**src/ctrl_pkg.sv**
```systemverilog
// controller package
// shared widths, state and cause encodings, and the bundles that
// travel between the decode-stage controller blocks
package ctrl_pkg;

  localparam int unsigned XLEN         = 32;  // data / address width
  localparam int unsigned ILEN_C       = 16;  // compressed instr width
  localparam int unsigned MAX_FAST_IRQ = 16;  // fast irq lines supported

  ////////////////////////////////////////////////////////////////////
  // encodings
  ////////////////////////////////////////////////////////////////////

  typedef enum logic [3:0] {
    RESET,
    BOOT_SET,
    FIRST_FETCH,
    DECODE,
    FLUSH,
    IRQ_TAKEN,
    WAIT_SLEEP,
    SLEEP
  } ctrl_state_e;

  typedef enum logic [1:0] {
    PC_BOOT,
    PC_JUMP,
    PC_EXC,
    PC_ERET
  } pc_sel_e;

  typedef enum logic {
    EXC_PC_EXC,
    EXC_PC_IRQ
  } exc_pc_sel_e;

  // msb set for interrupts, fast line n sits at 32+16+n
  typedef enum logic [5:0] {
    INSTR_ACCESS_FAULT = 6'd1,
    ILLEGAL_INSN       = 6'd2,
    BREAKPOINT         = 6'd3,
    LOAD_ACCESS_FAULT  = 6'd5,
    STORE_ACCESS_FAULT = 6'd7,
    ECALL_MMODE        = 6'd11,
    IRQ_SOFTWARE_M     = 6'd35,
    IRQ_TIMER_M        = 6'd39,
    IRQ_EXTERNAL_M     = 6'd43,
    IRQ_NM             = 6'd63
  } exc_cause_e;

  ////////////////////////////////////////////////////////////////////
  // bundles
  ////////////////////////////////////////////////////////////////////

  typedef struct packed {
    logic              illegal;
    logic              ecall;
    logic              ebrk;
    logic              mret;
    logic              wfi;
    logic              fetch_err;
    logic              is_compressed;
    logic [XLEN-1:0]   instr;
    logic [ILEN_C-1:0] instr_c;
    logic [XLEN-1:0]   pc;
  } decode_info_t;

  typedef struct packed {
    logic                    nmi;
    logic                    msip;  // software
    logic                    mtip;  // timer
    logic                    meip;  // external
    logic                    mie;   // global machine irq enable
    logic [MAX_FAST_IRQ-1:0] fast;
  } irq_info_t;

  typedef struct packed {
    logic        set;
    pc_sel_e     sel;
    exc_pc_sel_e exc_sel;
  } pc_ctrl_t;

  typedef struct packed {
    logic            save_if;       // save pc of IF (irq)
    logic            save_id;       // save pc of ID (exception)
    logic            restore_mret;
    logic            save_cause;
    exc_cause_e      cause;
    logic [XLEN-1:0] mtval;
  } csr_ctrl_t;

  // fast lines actually implemented
  function automatic logic [MAX_FAST_IRQ-1:0] fast_mask(int unsigned num);
    logic [MAX_FAST_IRQ-1:0] m;
    m = '0;
    for (int unsigned i = 0; i < MAX_FAST_IRQ; i++) begin
      m[i] = (i < num);
    end
    return m;
  endfunction

endpackage

```
**src/ctrl_exc_cause.sv**
```systemverilog
// synchronous exception ranker
// picks the highest ranked exception of the decode-stage instruction
// or the last load/store, and forms cause code and trap value
module ctrl_exc_cause (
  input  ctrl_pkg::decode_info_t      dec_i,
  input  logic                        load_err_i,   // registered
  input  logic                        store_err_i,  // registered
  input  logic [ctrl_pkg::XLEN-1:0]   lsu_addr_i,   // last lsu address
  output logic                        exc_req_o,
  output ctrl_pkg::exc_cause_e        exc_cause_o,
  output logic [ctrl_pkg::XLEN-1:0]   exc_mtval_o
);

  logic [ctrl_pkg::XLEN-1:0] instr_val;  // faulting instr for mtval

  assign exc_req_o = dec_i.fetch_err | dec_i.illegal | dec_i.ecall | dec_i.ebrk |
                     store_err_i | load_err_i;

  // compressed instr zero extended
  assign instr_val = dec_i.is_compressed ?
                     {{(ctrl_pkg::XLEN - ctrl_pkg::ILEN_C){1'b0}}, dec_i.instr_c} :
                     dec_i.instr;

  ////////////////////////////////////////////////////////////////////
  // priority: fetch, illegal, ecall, ebreak, store, load
  ////////////////////////////////////////////////////////////////////

  always_comb begin
    exc_cause_o = ctrl_pkg::exc_cause_e'(6'd0);
    exc_mtval_o = '0;
    if (dec_i.fetch_err) begin
      exc_cause_o = ctrl_pkg::INSTR_ACCESS_FAULT;
      exc_mtval_o = dec_i.pc;                      // faulting fetch address
    end else if (dec_i.illegal) begin
      exc_cause_o = ctrl_pkg::ILLEGAL_INSN;
      exc_mtval_o = instr_val;
    end else if (dec_i.ecall) begin
      exc_cause_o = ctrl_pkg::ECALL_MMODE;         // mtval stays zero
    end else if (dec_i.ebrk) begin
      exc_cause_o = ctrl_pkg::BREAKPOINT;          // mtval stays zero
    end else if (store_err_i) begin
      exc_cause_o = ctrl_pkg::STORE_ACCESS_FAULT;
      exc_mtval_o = lsu_addr_i;
    end else if (load_err_i) begin
      exc_cause_o = ctrl_pkg::LOAD_ACCESS_FAULT;
      exc_mtval_o = lsu_addr_i;
    end
  end

endmodule

```
**src/ctrl_fsm.sv**
```systemverilog
// controller state machine
// boot, decode, flush, irq entry and wfi sleep, with the nmi mode
// and lsu error registers, stall/halt logic and pc/csr commands
module ctrl_fsm (
  input  logic                      clk_i,
  input  logic                      rst_ni,
  input  logic                      fetch_enable_i,
  input  logic                      instr_valid_i,
  input  ctrl_pkg::decode_info_t    dec_i,
  input  logic                      stall_i,
  input  logic                      branch_i,
  input  logic                      jump_i,
  input  logic                      load_err_i,   // one-cycle pulse
  input  logic                      store_err_i,  // one-cycle pulse
  input  logic                      any_irq_i,    // wake-up, ignores mie
  input  logic                      take_irq_i,
  input  ctrl_pkg::exc_cause_e      irq_cause_i,
  input  logic                      exc_req_i,
  input  ctrl_pkg::exc_cause_e      exc_cause_i,
  input  logic [ctrl_pkg::XLEN-1:0] exc_mtval_i,
  output logic                      nmi_mode_o,
  output logic                      load_err_q_o,
  output logic                      store_err_q_o,
  output ctrl_pkg::pc_ctrl_t        pc_o,
  output ctrl_pkg::csr_ctrl_t       csr_o,
  output logic                      instr_req_o,
  output logic                      busy_o,
  output logic                      first_fetch_o,
  output logic                      id_ready_o,
  output logic                      instr_clear_o
);

  ctrl_pkg::ctrl_state_e state_q, state_d;

  logic nmi_mode_q, nmi_mode_d;
  logic load_err_q;
  logic store_err_q;

  logic halt_if;      // hold fetch
  logic halt_id;      // kill decode instr
  logic special_req;  // needs a flush

  // mret, wfi, exceptions incl. lsu errors of this cycle
  assign special_req = instr_valid_i &
                       (dec_i.mret | dec_i.wfi | exc_req_i | load_err_i | store_err_i);

  ////////////////////////////////////////////////////////////////////
  // next state and commands
  ////////////////////////////////////////////////////////////////////

  always_comb begin
    state_d       = state_q;
    nmi_mode_d    = nmi_mode_q;
    instr_req_o   = 1'b1;
    busy_o        = 1'b1;
    first_fetch_o = 1'b0;
    halt_if       = 1'b0;
    halt_id       = 1'b0;
    pc_o.set      = 1'b0;
    pc_o.sel      = ctrl_pkg::PC_BOOT;
    pc_o.exc_sel  = ctrl_pkg::EXC_PC_EXC;
    csr_o         = '0;

    unique case (state_q)
      ctrl_pkg::RESET: begin
        instr_req_o = 1'b0;              // idle until enabled
        pc_o.set    = 1'b1;
        if (fetch_enable_i) begin
          state_d = ctrl_pkg::BOOT_SET;
        end
      end

      ctrl_pkg::BOOT_SET: begin
        pc_o.set = 1'b1;                 // boot address to fetch
        state_d  = ctrl_pkg::FIRST_FETCH;
      end

      ctrl_pkg::FIRST_FETCH: begin
        first_fetch_o = 1'b1;
        if (!stall_i) begin
          state_d = ctrl_pkg::DECODE;
        end
        // pipe is empty here, irq can go straight in
        if (take_irq_i && !stall_i) begin
          state_d = ctrl_pkg::IRQ_TAKEN;
          halt_if = 1'b1;
          halt_id = 1'b1;
        end
      end

      ctrl_pkg::DECODE: begin
        if (instr_valid_i) begin
          if (branch_i || jump_i) begin
            pc_o.set = 1'b1;             // redirect same cycle
            pc_o.sel = ctrl_pkg::PC_JUMP;
          end else if (special_req && !stall_i) begin
            state_d = ctrl_pkg::FLUSH;
            halt_if = 1'b1;
            halt_id = 1'b1;
          end
        end
        if (!stall_i && !special_req && take_irq_i) begin
          state_d = ctrl_pkg::IRQ_TAKEN;
          halt_if = 1'b1;
          halt_id = 1'b1;
        end
      end

      ctrl_pkg::IRQ_TAKEN: begin
        if (take_irq_i) begin
          pc_o.set         = 1'b1;
          pc_o.sel         = ctrl_pkg::PC_EXC;
          pc_o.exc_sel     = ctrl_pkg::EXC_PC_IRQ;
          csr_o.save_if    = 1'b1;
          csr_o.save_cause = 1'b1;
          csr_o.cause      = irq_cause_i;
          if (irq_cause_i == ctrl_pkg::IRQ_NM) begin
            nmi_mode_d = 1'b1;           // enter nmi handler
          end
        end
        state_d = ctrl_pkg::DECODE;
      end

      ctrl_pkg::FLUSH: begin
        halt_if = 1'b1;
        halt_id = 1'b1;
        state_d = ctrl_pkg::DECODE;
        // lsu errors were only high in DECODE, use the registered copy
        if (exc_req_i) begin
          pc_o.set         = 1'b1;
          pc_o.sel         = ctrl_pkg::PC_EXC;
          csr_o.save_id    = 1'b1;
          csr_o.save_cause = 1'b1;
          csr_o.cause      = exc_cause_i;
          csr_o.mtval      = exc_mtval_i;
        end else if (dec_i.mret) begin
          pc_o.set           = 1'b1;
          pc_o.sel           = ctrl_pkg::PC_ERET;
          csr_o.restore_mret = 1'b1;
          nmi_mode_d         = 1'b0;     // leave nmi handler
        end else if (dec_i.wfi) begin
          state_d = ctrl_pkg::WAIT_SLEEP;
        end
      end

      ctrl_pkg::WAIT_SLEEP: begin
        busy_o      = 1'b0;
        instr_req_o = 1'b0;
        halt_if     = 1'b1;
        halt_id     = 1'b1;
        state_d     = ctrl_pkg::SLEEP;
      end

      ctrl_pkg::SLEEP: begin
        busy_o      = 1'b0;              // clock gate may kick in
        instr_req_o = 1'b0;
        halt_if     = 1'b1;
        halt_id     = 1'b1;
        if (any_irq_i) begin
          state_d = ctrl_pkg::FIRST_FETCH;
        end
      end

      default: begin
        instr_req_o = 1'b0;
        state_d     = ctrl_pkg::RESET;
      end
    endcase
  end

  ////////////////////////////////////////////////////////////////////
  // handshake with IF/ID register
  ////////////////////////////////////////////////////////////////////

  assign id_ready_o    = ~stall_i & ~halt_if;
  assign instr_clear_o = ~stall_i | halt_id;  // drop done or flushed instr

  assign nmi_mode_o    = nmi_mode_q;
  assign load_err_q_o  = load_err_q;
  assign store_err_q_o = store_err_q;

  always_ff @(posedge clk_i or negedge rst_ni) begin
    if (!rst_ni) begin
      state_q     <= ctrl_pkg::RESET;
      nmi_mode_q  <= 1'b0;
      load_err_q  <= 1'b0;
      store_err_q <= 1'b0;
    end else begin
      state_q     <= state_d;
      nmi_mode_q  <= nmi_mode_d;
      load_err_q  <= load_err_i;     // seen by FLUSH
      store_err_q <= store_err_i;
    end
  end

endmodule

```
**src/ctrl_irq_arbiter.sv**
```systemverilog
// interrupt arbiter
// decides whether an interrupt is taken and ranks the pending
// sources: nmi, highest fast line, external, software, timer
module ctrl_irq_arbiter #(
  parameter int unsigned NUM_FAST_IRQ = 15
) (
  input  ctrl_pkg::irq_info_t  irq_i,
  input  logic                 nmi_mode_i,  // already in nmi handler
  output logic                 take_irq_o,
  output ctrl_pkg::exc_cause_e irq_cause_o
);

  localparam int unsigned FAST_IDX_W = $clog2(ctrl_pkg::MAX_FAST_IRQ);

  logic [ctrl_pkg::MAX_FAST_IRQ-1:0] fast_pend;  // implemented lines only
  logic [FAST_IDX_W-1:0]             fast_idx;
  logic                              nmi_req;
  logic                              maskable;

  assign fast_pend = irq_i.fast & ctrl_pkg::fast_mask(NUM_FAST_IRQ);

  // nmi is not nested
  assign nmi_req  = irq_i.nmi & ~nmi_mode_i;
  assign maskable = irq_i.msip | irq_i.mtip | irq_i.meip | (|fast_pend);

  assign take_irq_o = nmi_req | (maskable & irq_i.mie);

  ////////////////////////////////////////////////////////////////////
  // fast line select, highest index wins
  ////////////////////////////////////////////////////////////////////

  always_comb begin
    fast_idx = '0;
    for (int unsigned i = 0; i < ctrl_pkg::MAX_FAST_IRQ; i++) begin
      if (fast_pend[i]) begin
        fast_idx = FAST_IDX_W'(i);  // later lines override
      end
    end
  end

  ////////////////////////////////////////////////////////////////////
  // cause ranking
  ////////////////////////////////////////////////////////////////////

  always_comb begin
    if (nmi_req) begin
      irq_cause_o = ctrl_pkg::IRQ_NM;
    end else if (|fast_pend) begin
      // 32 + 16 + n
      irq_cause_o = ctrl_pkg::exc_cause_e'({2'b11, fast_idx});
    end else if (irq_i.meip) begin
      irq_cause_o = ctrl_pkg::IRQ_EXTERNAL_M;
    end else if (irq_i.msip) begin
      irq_cause_o = ctrl_pkg::IRQ_SOFTWARE_M;
    end else begin
      irq_cause_o = ctrl_pkg::IRQ_TIMER_M;  // timer or nothing pending
    end
  end

endmodule

```
**src/ctrl_top.sv**
```systemverilog
// decode-stage controller top
// connects the irq arbiter, the exception ranker and the state machine
module ctrl_top #(
  parameter int unsigned NUM_FAST_IRQ = 15  // 1 to 16
) (
  input  logic                      clk_i,
  input  logic                      rst_ni,
  input  logic                      fetch_enable_i,
  input  logic                      stall_i,
  input  logic                      instr_valid_i,
  input  ctrl_pkg::decode_info_t    dec_i,
  input  logic                      load_err_i,
  input  logic                      store_err_i,
  input  logic [ctrl_pkg::XLEN-1:0] lsu_addr_i,
  input  logic                      branch_i,
  input  logic                      jump_i,
  input  ctrl_pkg::irq_info_t       irq_i,
  output ctrl_pkg::pc_ctrl_t        pc_o,
  output ctrl_pkg::csr_ctrl_t       csr_o,
  output logic                      instr_req_o,
  output logic                      busy_o,
  output logic                      first_fetch_o,
  output logic                      id_ready_o,
  output logic                      instr_clear_o
);

  logic                      take_irq;
  ctrl_pkg::exc_cause_e      irq_cause;
  logic                      nmi_mode;
  logic                      exc_req;
  ctrl_pkg::exc_cause_e      exc_cause;
  logic [ctrl_pkg::XLEN-1:0] exc_mtval;
  logic                      load_err_q;
  logic                      store_err_q;
  logic                      any_irq;

  // wake-up from sleep, pending regardless of mie
  assign any_irq = irq_i.nmi | irq_i.msip | irq_i.mtip | irq_i.meip |
                   (|(irq_i.fast & ctrl_pkg::fast_mask(NUM_FAST_IRQ)));

  ctrl_irq_arbiter #(
    .NUM_FAST_IRQ (NUM_FAST_IRQ)
  ) irq_arb0 (
    .irq_i       (irq_i),
    .nmi_mode_i  (nmi_mode),
    .take_irq_o  (take_irq),
    .irq_cause_o (irq_cause)
  );

  ctrl_exc_cause exc0 (
    .dec_i       (dec_i),
    .load_err_i  (load_err_q),
    .store_err_i (store_err_q),
    .lsu_addr_i  (lsu_addr_i),
    .exc_req_o   (exc_req),
    .exc_cause_o (exc_cause),
    .exc_mtval_o (exc_mtval)
  );

  ctrl_fsm fsm0 (
    .clk_i, .rst_ni, .fetch_enable_i, .instr_valid_i, .dec_i, .stall_i,
    .branch_i, .jump_i, .load_err_i, .store_err_i,
    .any_irq_i     (any_irq),
    .take_irq_i    (take_irq),
    .irq_cause_i   (irq_cause),
    .exc_req_i     (exc_req),
    .exc_cause_i   (exc_cause),
    .exc_mtval_i   (exc_mtval),
    .nmi_mode_o    (nmi_mode),
    .load_err_q_o  (load_err_q),
    .store_err_q_o (store_err_q),
    .pc_o, .csr_o, .instr_req_o, .busy_o, .first_fetch_o, .id_ready_o, .instr_clear_o
  );

endmodule

```
**config.mk**
```make
export PLATFORM = sky130hd
export DESIGN_NAME = ctrl_top
export DESIGN_NICKNAME = d
export VERILOG_FILES = /design/src/ctrl_pkg.sv /design/src/ctrl_exc_cause.sv /design/src/ctrl_fsm.sv /design/src/ctrl_irq_arbiter.sv /design/src/ctrl_top.sv
export SDC_FILE = /design/constraint.sdc
export NUM_CORES = 1
export LEC_CHECK = 0
export BUFFER_PORTS_ARGS = -buffer_cell sky130_fd_sc_hd__buf_2
export CAP_MARGIN = 40
export CORE_AREA = 2 2 78 80
export DETAILED_ROUTE_END_ITERATION = 8
export DIE_AREA = 0 0 80 82
export PLACE_DENSITY = 0.72
export SLEW_MARGIN = 40
export SYNTH_ARGS = -nofsm -noshare
export SYNTH_HDL_FRONTEND = slang
export SYNTH_SLANG_ARGS = --single-unit
```
**constraint.sdc**
```tcl
create_clock -name clk_i -period 6.25 [get_ports clk_i]
set_input_delay 1.875 -clock clk_i [delete_from_list [all_inputs] [get_ports clk_i]]
set_output_delay 1.875 -clock clk_i [all_outputs]
set_load 0.05 [all_outputs]
```
[Word level (Yosys, flattened, before mapping)]
Index checks and enable logic that the tools add are counted.
Storage, ports and cells
  flip-flop bits (word level): 7
  input port bits: 149
  output and inout port bits: 51
Cells by class
  equality and inequality tests: 18
  multiplexer cells: 75
  bitwise gates (word level): 25
  reductions and logical operators: 16
Operator list (number)
  $mux W32: 8
  $mux W4: 23
  $mux W6: 8
  $mux W39: 1
  $pmux W4 S8: 1
  $mux W3: 8
  $mux W1: 19
  $or A1 B1 Y1: 18
  $eq A4 B3 Y1 const B: 4
  $reduce_or A15 Y1: 1
  $pmux W7 S2: 1
  $eq A4 B2 Y1 const B: 2
  $ne A2 B2 Y1 const B: 4
  $mux W7: 1
  $eq A6 B6 Y1 const B: 1
  $ne A3 B2 Y1 const B: 2
  $pmux W2 S3: 1
  $reduce_and A6 Y1: 1
  $reduce_and A5 Y1: 1
  $reduce_or A5 Y1: 1
  $and A1 B1 Y1: 4
  $eq A4 B1 Y1 const B: 1
  $logic_and A1 B1 Y1: 4
  $logic_not A4 Y1: 1
  other kinds (13): 18

[Logic depth before layout (Yosys ltp)]
Gate-level depths: netlist of run 1.
  depth in word-level cells: 20
  gate-level depth with buffers: 7
  depth with buffers taken out: 5

[Modules after synthesis]
From an unflattened synthesis of run 1, not the netlist that was laid out.
Unflattened totals
  cells, all modules: 253
  area total of the unflattened synthesis: 1865.5 µm²
Modules (own cells, without submodules)
  ctrl_exc_cause: times used 1, cells an instance 106, area an instance 824.5 µm²
  ctrl_fsm: times used 1, cells an instance 104, area an instance 769.5 µm²
  ctrl_irq_arbiter: times used 1, cells an instance 37, area an instance 226.5 µm²
  ctrl_top: times used 1, cells an instance 6, area an instance 45.0 µm²

[Worst setup path after synthesis of run 1]
No wires, ideal clock.
  kind: input to output
  from: input irq_i[5] (netlist name)
  to: output id_ready_o
  arrival: 4233 ps
  setup slack: 142 ps
  stages: 5
  path buffers: 1
  path through: or4_1 and4b_1 buf_4 a21oi_1 a311oi_1
On the way
  longest elaborated chain between the ends: 9
  elaborated cells between the ends (all ways): 11
  classes of those cells: mux (3); bitwise (5); reduce/logical (3)
Ends and longest elaborated chain
  from (decl): line ctrl_top.sv:17  | input ctrl_pkg::irq_info_t irq_i,
  $reduce_or A15 Y1 *: line ctrl_irq_arbiter.sv:24  | assign maskable = irq_i.msip | irq_i.mtip | irq_i.meip | (|fast_pend);
  $or A1 B1 Y1 *: line ctrl_irq_arbiter.sv:24
  $and A1 B1 Y1 *: line ctrl_irq_arbiter.sv:26  | assign take_irq_o = nmi_req | (maskable & irq_i.mie);
  $or A1 B1 Y1 *: line ctrl_irq_arbiter.sv:26
  $logic_and A1 B1 Y1, on equally long branches: line ctrl_fsm.sv:102, ctrl_fsm.sv:84
  $mux W1, on equally long branches: line ctrl_fsm.sv:102, ctrl_fsm.sv:84
  $pmux W1 S3 *: line ctrl_fsm.sv:64  | unique case (state_q)
  $not A1 Y1 *: line ctrl_fsm.sv:175  | assign id_ready_o = ~stall_i & ~halt_if;
  $and A1 B1 Y1 *: line ctrl_fsm.sv:175
  to (decl): line ctrl_top.sv:23  | output logic id_ready_o,
Mark *: on every way between the ends. The rest lies on a longest branch, timed or not.

==> results of run 1 <==
cell usage in the layout (no fill, tap or decap), drive strengths merged, types with 2 or more instances in the layout:
cell type / count
mux2: 16
o21ai: 8
or3: 3
nand2: 8
nor2b: 39
nand3: 3
o211ai: 3
buf: 204
a221oi: 33
o21a: 2
a31oi: 3
o31a: 2
inv: 9
a21oi: 7
clkbuf: 3
nor2: 14
nor4: 4
nor3b: 2
a211oi: 3
dfrtp: 6
nor3: 39
or4: 2
o31ai: 2
nand2b: 3
power by group through the flow:
stage	Combinational, mW	Clock, mW	Sequential [mW]
finish	0.498	0.0592	0.0919
global route	0.530	0.0619	0.0968
CTS	0.498	0.0596	0.0915
detailed placement	0.496	0	0.0920
global placement	0.492	0	0.0917
floorplan	0.392	0	0.0639
stage by stage:
| stage | std cells | instance area, sq um | hold WS, ns | power (mW) | utilization |
|---|---|---|---|---|---|
| after floorplan | 251 | 1732 | 0.4664 | 0.4554 | - |
| after global placement | 504 | 2755 | 0.4792 | 0.5839 | 0.4795 |
| after detailed placement | 504 | 2755 | 0.4930 | 0.5879 | 0.4795 |
| after CTS | 507 | 2796 | 0.5003 | 0.6493 | 0.4867 |
| after global routing | 507 | 2796 | 0.5199 | 0.6891 | 0.4867 |
| final | 507 | 2796 | 0.4943 | 0.6493 | 0.4867 |
metal layers:
layer	vias up	track usage	routed length (um)
li1	1335	-	-
met1	1203	0.2403	2961
met2	147	0.3542	3582
met3	8	0.02857	644
met4	0	0.05254	85
met5	-	0	0
logic make-up (layout without fill, tap and decap cells):
family | count (synthesis) | in the layout | share of synthesized area
muxes | 16 | 16 | 0.1040
and+or+nand+nor | 120 | 120 | 0.3801
AOI/OAI and AO/OA | 74 | 74 | 0.3396
DFF | 6 | 6 | 0.08670
buffers and inverters | 35 | 216 | 0.08959
layout make-up:
type | instances | area (sq um)
Clock buffer | 3 | 41.29
Fill cell | 589 | 2949
Inverter | 9 | 33.78
Multi-Input combinational cell | 210 | 1429
Sequential cell | 6 | 150.1
Tap cell | 75 | 93.84
Timing Repair Buffer | 204 | 1049
flip-flops by register name (all words and copies together) (netlist names):
| name | flops |
|---|---|
| fsm0.store_err_q_o | 1 |
| fsm0.load_err_q_o | 1 |
| fsm0.state_q | 3 |
| fsm0.nmi_mode_o | 1 |
cells in the mapped netlist, types with 3 or more instances:
master,count
nor4_1,4
nand2_1,8
nor2_1,14
a221oi_1,33
nor3_1,39
clkbuf_1,16
buf_2,7
a21oi_1,7
mux2_2,16
dfrtp_1,6
nor2b_1,39
o21ai_1,3
inv_1,8
nand2b_1,3
o21ai_0,5
a31oi_1,3
nand3_1,3
worst max-delay path by stage:
stage                   from          to  slack, ns  depth (start not counted)
floorplan           irq_i[5]  id_ready_o       0.14                          5
global placement    irq_i[5]   csr_o[32]       0.60                          8
detailed placement  irq_i[5]     pc_o[3]       0.57                          8
CTS                 irq_i[5]     pc_o[3]       0.57                          8
global route        irq_i[9]     pc_o[3]       0.36                          8
finish              irq_i[5]     pc_o[3]       0.57                          8
worst max-delay path, stage by stage:
cell and delay, ns:
buf_2 0.11, or4_1 0.54, and4b_1 0.26, buf_4 0.16, a21boi_1 0.10, o211ai_4 0.36, o211ai_1 0.16, buf_2 0.24
==> results.py, run 1 <==
metrics = {
    "run_status": {
        "outcome": "finished, final reports clean",
    },
    "logic_synthesis": {
        "synth-main-ff-cell": "dfrtp_1",
        "yosysWarningCount": 0,
        "synthArstFlopShare": 1.000,
        "synthTopCellsByArea": "a221oi_1 (17%), nor2b_1 (14%), nor3_1 (11%), mux2_2 (10%), dfrtp_1 (8.7%)",
        "synth_top_cell_by_area": "a221oi_1",
        "yosysUniqueCellTypes": 45,
        "ys_seq_elements": 6,
        "syn_inst": 251,
        "synth.yosys.seq_area_share": 0.08671,
        "synth_edf_count": 0,
        "syn-mean-instance-area_sq_um": 6.899,
        "synth_nets": 400,
        "synth_area_sq_um": 1732,
        "netlist.area_leader.share": 0.1669,
    },
    "layout": {
        "n_antenna_cell": 0,
        "drive_gt1_frac": 0.5301,
        "syn2layout_area_growth_pct": 61.49,
        "nets": 583,
    },
    "power": {
        "p_seq_frac": 0.142,
        "power_density_nw_per_um2": 232.2,
        "clkPwrFrac": 0.091,
        "p_leak_nw": 1.433,
        "peakVddDrop_mv": 0.2426,
        "switching_share": 0.6080,
        "pwr-share-comb": 0.767,
        "p_int_uw": 254.5,
        "power_switching_uw": 394.8,
    },
    "sta": {
        "fmax_mhz": 176.0,
        "worst_slew_pin_slew_ns": 0.6449,
        "fin_ws_ns": 0.5691,
        "final-setup-viol-count": 0,
        "relSlewSlack": 0.5692,
        "slew_viol_final": 0,
        "hold_viol": 0,
        "period_share": 0.9089,
        "setup_tns_ns": 0,
        "rsz0062_at_grt": "false",
        "fin_crit_ns": 5.681,
        "fin_skew_ns": 0.004682,
    },
    "detailed_routing": {
        "ant_nets": 0,
        "drc_errors": 0,
        "routed_wl_um": 7273,
        "drt_iter0_markers": 103,
        "wl_per_cell_um": 14.35,
        "firstDrtPassIters": 4,
        "vias": 2693,
        "viasPerCell": 5.312,
    },
    "setup_path": {
        "reg2reg_depth": 5,
        "r2r_setup_slack_ns": 4.19,
        "cp-start-kind": "input port",
        "worst-setup-path-type": "in -> out",
        "cp.required_ns": 4.38,
        "r2r-end": "fsm0.state_q[1]$_DFFE_PN0P_",
        "crit_arrival_ns": 3.81,
        "crit_path_end_kind": "primary output",
        "r2r-start": "fsm0.load_err_q_o$_DFF_PN0_",
        "cp_max_fo": 10,
    },
    "clock_network": {
        "cts_root_buffer": "clkbuf_8",
        "cts_resized": 0,
        "numCtsBuffers": 3,
        "clkLatencyLatePin_ns": 0.23,
        "cts_tree": "built",
        "cts.sink_count": 6,
        "cts_hold_repair.buffers": 0,
        "clk_pin_slew_ns": 0.03,
        "h-tree-depth": 1,
        "post_cts_buffers": 0,
        "clockBufferDepth": 2,
    },
    "place": {
        "dp_hpwl_um": 5852,
        "gp_congestion": 0.9059,
        "port_buffers": 198,
        "pre_cts_slack_ns": 0.5732,
    },
    "grt": {
        "antenna_found_initial": 0,
        "grt_max_degree": 69,
        "track_usage": 0.1953,
        "grt_pass1_wl_um": 10490,
        "gr-total-overflow": 0,
        "grt_pass1_vias": 2277,
    },
    "min_path": {
        "hp-class": "reg -> reg",
        "min_from": "fsm0.nmi_mode_o$_DFFE_PN0P_",
        "hold_path_depth": 1,
        "worstHoldEndpoint": "fsm0.nmi_mode_o$_DFFE_PN0P_",
    },
    "floorplan": {
        "initial_utilization": 0.3014,
        "chipWidth_um": 80,
        "dieArea_sq_um": 6560,
        "fp.coreArea_sq_um": 5746,
        "num_io_pins": 200,
        "rows": 28,
        "die_height_um": 82,
    },
    "job": {
        "maxCapViolCount": 0,
    },
}
(Power assumes the default switching activity.)
==> inputs of run 2 (changes only) <==
--- a/config.mk
+++ b/config.mk
@@ -10,8 +10,8 @@
 export CORE_AREA = 2 2 78 80
 export DETAILED_ROUTE_END_ITERATION = 8
 export DIE_AREA = 0 0 80 82
+export GPL_TIMING_DRIVEN = 0
 export PLACE_DENSITY = 0.72
-export SLEW_MARGIN = 40
 export SYNTH_ARGS = -nofsm -noshare
 export SYNTH_HDL_FRONTEND = slang
 export SYNTH_SLANG_ARGS = --single-unit
==> results.py, run 2 (synthesis results as in run 1) <==
metrics = {
    "sta": {
        "rsz0062_at_grt": "false",
        "fin_skew_ns": 0.005203,
        "fmax_mhz": 174.1,
        "setup_tns_ns": 0,
        "final-setup-viol-count": 0,
        "period_share": 0.9191,
        "slew_viol_final": 0,
        "hold_slack_ns": 0.4926,
        "hold_viol": 0,
        "fin_crit_ns": 5.745,
        "worst_slew_pin_slew_ns": 0.5402,
        "relSlewSlack": 0.6399,
    },
    "grt": {
        "antenna_found_initial": 0,
        "gr-total-overflow": 0,
        "grt_pass1_wl_um": 11550,
        "track_usage": 0.2168,
        "grt_max_degree": 11,
        "grt_pass1_vias": 2502,
    },
    "place": {
        "port_buffers": 197,
        "gp_congestion": 0.9181,
        "dp_hpwl_um": 6710,
        "dp.cells": 523,
    },
    "layout": {
        "final_common_cell": "buf_2",
        "n_antenna_cell": 0,
        "syn2layout_area_growth_pct": 64.74,
        "top_register": "fsm0.state_q",
        "fillers": 612,
        "instances_no_fill": 526,
        "drive_gt1_frac": 0.5122,
        "nets": 602,
        "final_cell_mix": "buf_2 (204), nor2b_1 (39), nor3_1 (39), a221oi_1 (33)",
        "largest_reg_flops": 3,
    },
    "power": {
        "peakVddDrop_mv": 0.2721,
        "power_switching_uw": 406.3,
        "clkPwrFrac": 0.089,
        "switching_share": 0.6098,
        "p_seq_frac": 0.105,
        "power_uw": 666.2,
        "p_int_uw": 260.0,
        "power_density_nw_per_um2": 233.5,
        "pwr-share-comb": 0.806,
        "p_leak_nw": 1.454,
    },
    "floorplan": {
        "chipWidth_um": 80,
        "initial_utilization": 0.3014,
        "die_height_um": 82,
        "fp.coreArea_sq_um": 5746,
        "num_io_pins": 200,
        "rows": 28,
        "dieArea_sq_um": 6560,
    },
    "min_path": {
        "hp-class": "reg -> reg",
        "hold_path_depth": 1,
        "min_from": "fsm0.nmi_mode_o$_DFFE_PN0P_",
        "worstHoldEndpoint": "fsm0.nmi_mode_o$_DFFE_PN0P_",
    },
    "detailed_routing": {
        "firstDrtPassIters": 5,
        "vias": 2817,
        "ant_nets": 0,
        "drc_errors": 0,
        "wl_per_cell_um": 15.39,
        "drt_iter0_markers": 100,
        "viasPerCell": 5.356,
        "routed_wl_um": 8095,
    },
    "setup_path": {
        "r2r-end": "fsm0.state_q[1]$_DFFE_PN0P_",
        "crit_arrival_ns": 3.87,
        "cp_max_fo": 10,
        "reg2reg_depth": 5,
        "r2r-start": "fsm0.load_err_q_o$_DFF_PN0_",
        "r2r_setup_slack_ns": 4.18,
        "worst-setup-path-type": "in -> out",
        "crit_path_end_kind": "primary output",
        "cp-start-kind": "input port",
        "cp.required_ns": 4.38,
    },
    "clock_network": {
        "cts_root_buffer": "clkbuf_8",
        "clkLatencyLatePin_ns": 0.23,
        "cts_tree": "built",
        "cts_resized": 0,
        "cts.sink_count": 6,
        "clockBufferDepth": 2,
        "post_cts_buffers": 0,
        "h-tree-depth": 1,
        "numCtsBuffers": 3,
        "cts_hold_repair.buffers": 0,
        "clk_pin_slew_ns": 0.03,
    },
    "run_status": {
        "outcome": "finished, final reports clean",
    },
    "job": {
        "maxCapViolCount": 0,
    },
}
## run 2: cell types whose count changed in the layout (fill, tap and decap cells not counted)
cell      delta
buf_12       -1
buf_4        -3
clkbuf_1    +16
nor2_1       +1
buf_6        +1
nor2_2       -1
buf_2        +6
## run 2: power groups by stage
| stage | Combinational [mW] | Sequential, mW | Clock [mW] |
|---|---|---|---|
| after CTS | 0.535 | 0.0688 | 0.0597 |
| after global routing | 0.574 | 0.0718 | 0.0639 |
| after detailed placement | 0.532 | 0.0690 | 0 |
| after global placement | 0.528 | 0.0697 | 0 |
| final | 0.537 | 0.0699 | 0.0594 |
| after floorplan | 0.392 | 0.0639 | 0 |
## run 2: layout make-up
type                    instances  area (sq um)  area share
multi-input cells             210          1426      0.5000
repair buffers                197         985.9      0.3456
flip-flops and latches          6         150.1     0.05263
plain buffers                  26         121.4     0.04254
well taps                      75         93.84     0.03289
clock buffers                   3         41.29     0.01447
inverters                       9         33.78     0.01184
## run 2: through the flow
stage / instance area, sq um / utilization / setup slack (ns)
after global routing: 2853 / 0.4965 / 0.3407
after global placement: 2811 / 0.4893 / 0.5327
after floorplan: 1732 / - / 0.1422
final: 2853 / 0.4965 / 0.5054
after CTS: 2853 / 0.4965 / 0.5269
after detailed placement: 2811 / 0.4893 / 0.5312
## run 2: critical path, stage by stage
cell	delay, ns
buf_2	0.11
buf_6	0.13
or3_4	0.41
nor2_1	0.37
buf_2	0.31
a221oi_1	0.11
nor3_1	0.23
buf_2	0.32
## run 2: layer usage
metal | wire (um) | track usage | part of all wire | up-vias
li1 | - | - | - | 1375
met5 | 0 | 0 | 0 | -
met1 | 3286 | 0.2726 | 0.41 | 1285
met3 | 704 | 0.03077 | 0.087 | 4
met2 | 4079 | 0.3992 | 0.50 | 153
met4 | 25 | 0.03220 | 0.0031 | 0
## run 2: worst max path at each step
stage	from	to	slack, ns
after floorplan	irq_i[5]	id_ready_o	0.14
after global placement	dec_i[86]	csr_o[17]	0.53
after detailed placement	dec_i[86]	csr_o[4]	0.53
after CTS	dec_i[86]	csr_o[4]	0.53
after global routing	irq_i[9]	pc_o[0]	0.34
final	dec_i[86]	csr_o[17]	0.51
==> inputs of run 3 (changes only) <==
--- a/config.mk
+++ b/config.mk
@@ -7,11 +7,11 @@
 export LEC_CHECK = 0
 export BUFFER_PORTS_ARGS = -buffer_cell sky130_fd_sc_hd__buf_2
 export CAP_MARGIN = 40
-export CORE_AREA = 2 2 78 80
+export CORE_MARGIN = 2
+export CORE_UTILIZATION = 31
 export DETAILED_ROUTE_END_ITERATION = 8
-export DIE_AREA = 0 0 80 82
 export GPL_TIMING_DRIVEN = 0
-export PLACE_DENSITY = 0.72
+export PLACE_DENSITY = 0.76
 export SYNTH_ARGS = -nofsm -noshare
 export SYNTH_HDL_FRONTEND = slang
 export SYNTH_SLANG_ARGS = --single-unit
==> constraint.sdc (replaced) <==
create_clock -name clk_i -period 5.13 [get_ports clk_i]
set_input_delay 1.539 -clock clk_i [delete_from_list [all_inputs] [get_ports clk_i]]
set_output_delay 1.539 -clock clk_i [all_outputs]
set_load 0.05 [all_outputs]
==> results.py, run 3 (synthesis results as in run 1) <==
metrics = {
    "place": {
        "dp_hpwl_um": 6656,
        "gp_congestion": 0.8974,
        "port_buffers": 197,
    },
    "layout": {
        "multi_input_area_sq_um": 1598,
        "drive_gt1_frac": 0.5837,
        "final_core_util": 0.5581,
        "top_register": "fsm0.state_q",
        "syn2layout_area_growth_pct": 75.29,
        "final_common_cell": "buf_2",
        "register_area_sq_um": 150.1,
        "largest_reg_flops": 3,
        "final_cell_mix": "buf_2 (204), nor2b_1 (39), a221oi_1 (33), nor3_2 (29)",
        "fillers": 540,
        "nets": 605,
        "n_antenna_cell": 0,
    },
    "floorplan": {
        "rows": 27,
        "die_height_um": 78.74,
        "initial_utilization": 0.3184,
        "dieArea_sq_um": 6200,
        "chipWidth_um": 78.74,
        "num_io_pins": 200,
        "fp.coreArea_sq_um": 5439,
    },
    "detailed_routing": {
        "viasPerCell": 5.456,
        "ant_nets": 0,
        "routed_wl_um": 8163,
        "drc_errors": 0,
        "vias": 2870,
        "drt_iter0_markers": 116,
        "wl_per_cell_um": 15.52,
        "firstDrtPassIters": 5,
    },
    "setup_path": {
        "cp_slowest_stage_delay_ns": 0.54,
        "crit_arrival_ns": 3.51,
        "worst_path_max_delay_cell": "or4_1",
        "cp-start-kind": "input port",
        "cp.required_ns": 3.59,
        "crit_chain": "buf_2 > or4_1 > and4b_1 > buf_4 > a21boi_1 > o211ai_4 > buf_4 > nand2_1 > buf_2",
        "crit_path_end_kind": "primary output",
        "critPathBufInv": 4,
        "crit_family": "simple AND/OR/NAND/NOR gates",
        "cp_max_fo": 9,
        "worst-setup-path-type": "in -> out",
    },
    "sta": {
        "worst_slew_pin_slew_ns": 0.5387,
        "fmax_mhz": 198.0,
        "hold_slack_ns": 0.5030,
        "slew_viol_final": 0,
        "period_share": 0.9843,
        "hold_viol": 0,
        "final-setup-viol-count": 0,
        "fin_skew_ns": 0.001671,
        "fin_crit_ns": 5.050,
        "relSlewSlack": 0.6408,
    },
    "power": {
        "peakVddDrop_mv": 0.3027,
        "pwr-share-comb": 0.816,
        "p_leak_nw": 1.478,
        "clkPwrFrac": 0.083,
        "p_seq_frac": 0.102,
        "power_uw": 844.1,
        "power_switching_uw": 514.2,
        "power_density_nw_per_um2": 278.1,
        "p_int_uw": 330.0,
        "switching_share": 0.6091,
    },
    "clock_network": {
        "clk_pin_slew_ns": 0.03,
        "clockBufferDepth": 2,
        "cts_tree": "built",
        "numCtsBuffers": 3,
        "cts_hold_repair.buffers": 0,
        "h-tree-depth": 1,
        "cts_root_buffer": "clkbuf_8",
        "clkLatencyLatePin_ns": 0.22,
        "cts.sink_count": 6,
    },
    "grt": {
        "grt_max_degree": 11,
        "track_usage": 0.2341,
        "grt_pass1_wl_um": 12040,
        "grt_pass1_vias": 2555,
        "antenna_found_initial": 0,
        "gr-total-overflow": 0,
    },
    "run_status": {
        "outcome": "finished, final reports clean",
    },
    "min_path": {
        "hp-class": "reg -> reg",
    },
    "job": {
        "maxCapViolCount": 0,
    },
}
-- run 3: layout make-up --
type | instances | area share
flip-flops and latches | 6 | 0.04946
repair buffers | 199 | 0.3298
plain buffers | 26 | 0.03998
multi-input cells | 211 | 0.5264
well taps | 72 | 0.02968
inverters | 9 | 0.01113
clock buffers | 3 | 0.01360
-- run 3: what timing repair did --
| item | in CTS | in global routing |
|---|---|---|
| endpoints found under the setup margin | 0 | 2 |
| endpoints found under the hold margin | 0 | 0 |
| setup buffers | 0 | 2 |
| resized for setup | 0 | 0 |
-- run 3: worst paths after layout --
| check | end | slack [ns] | startpoint | cells past startpoint |
|---|---|---|---|---|
| max in group asynchronous | fsm0.nmi_mode_o$_DFFE_PN0P_ | 3.85 | rst_ni | 1 |
| setup reg to reg | fsm0.state_q[1]$_DFFE_PN0P_ | 3.01 | fsm0.load_err_q_o$_DFF_PN0_ | 5 |
| min in group asynchronous | fsm0.load_err_q_o$_DFF_PN0_ | 1.14 | rst_ni | 1 |
| hold reg to reg | fsm0.nmi_mode_o$_DFFE_PN0P_ | 0.50 | fsm0.nmi_mode_o$_DFFE_PN0P_ | 1 |
| setup / recovery | csr_o[38] | 0.08 | irq_i[5] | 9 |
| hold / removal | fsm0.nmi_mode_o$_DFFE_PN0P_ | 0.50 | fsm0.nmi_mode_o$_DFFE_PN0P_ | 1 |
-- run 3: power by group through the flow --
stage	registers (mW)	clock network (mW)	logic [mW]
2_1_floorplan	0.0779	0	0.501
3_3_place_gp	0.0842	0	0.669
3_5_place_dp	0.0847	0	0.674
4_1_cts	0.0846	0.0708	0.676
5_1_grt	0.0891	0.0727	0.734
6_report	0.0858	0.0699	0.688
-- run 3: stage by stage --
step                instance area (sq um)   TNS (ns)  std cells  setup slack (ns)
floorplan                            1891          0        251            0.1240
global placement                     2967          0        520           0.08332
detailed placement                   2967          0        520           0.05778
CTS                                  3008          0        523           0.05641
global route                         3035  -0.001079        526         -0.001079
finish                               3035          0        526           0.08035
-- run 3: routing by layer --
layer,vias up,global-route usage,share of wire
met1,1330,0.2860,0.40
met2,151,0.4444,0.52
met5,-,0,0
li1,1378,-,-
met3,11,0.02159,0.075
met4,0,0.04386,0.010
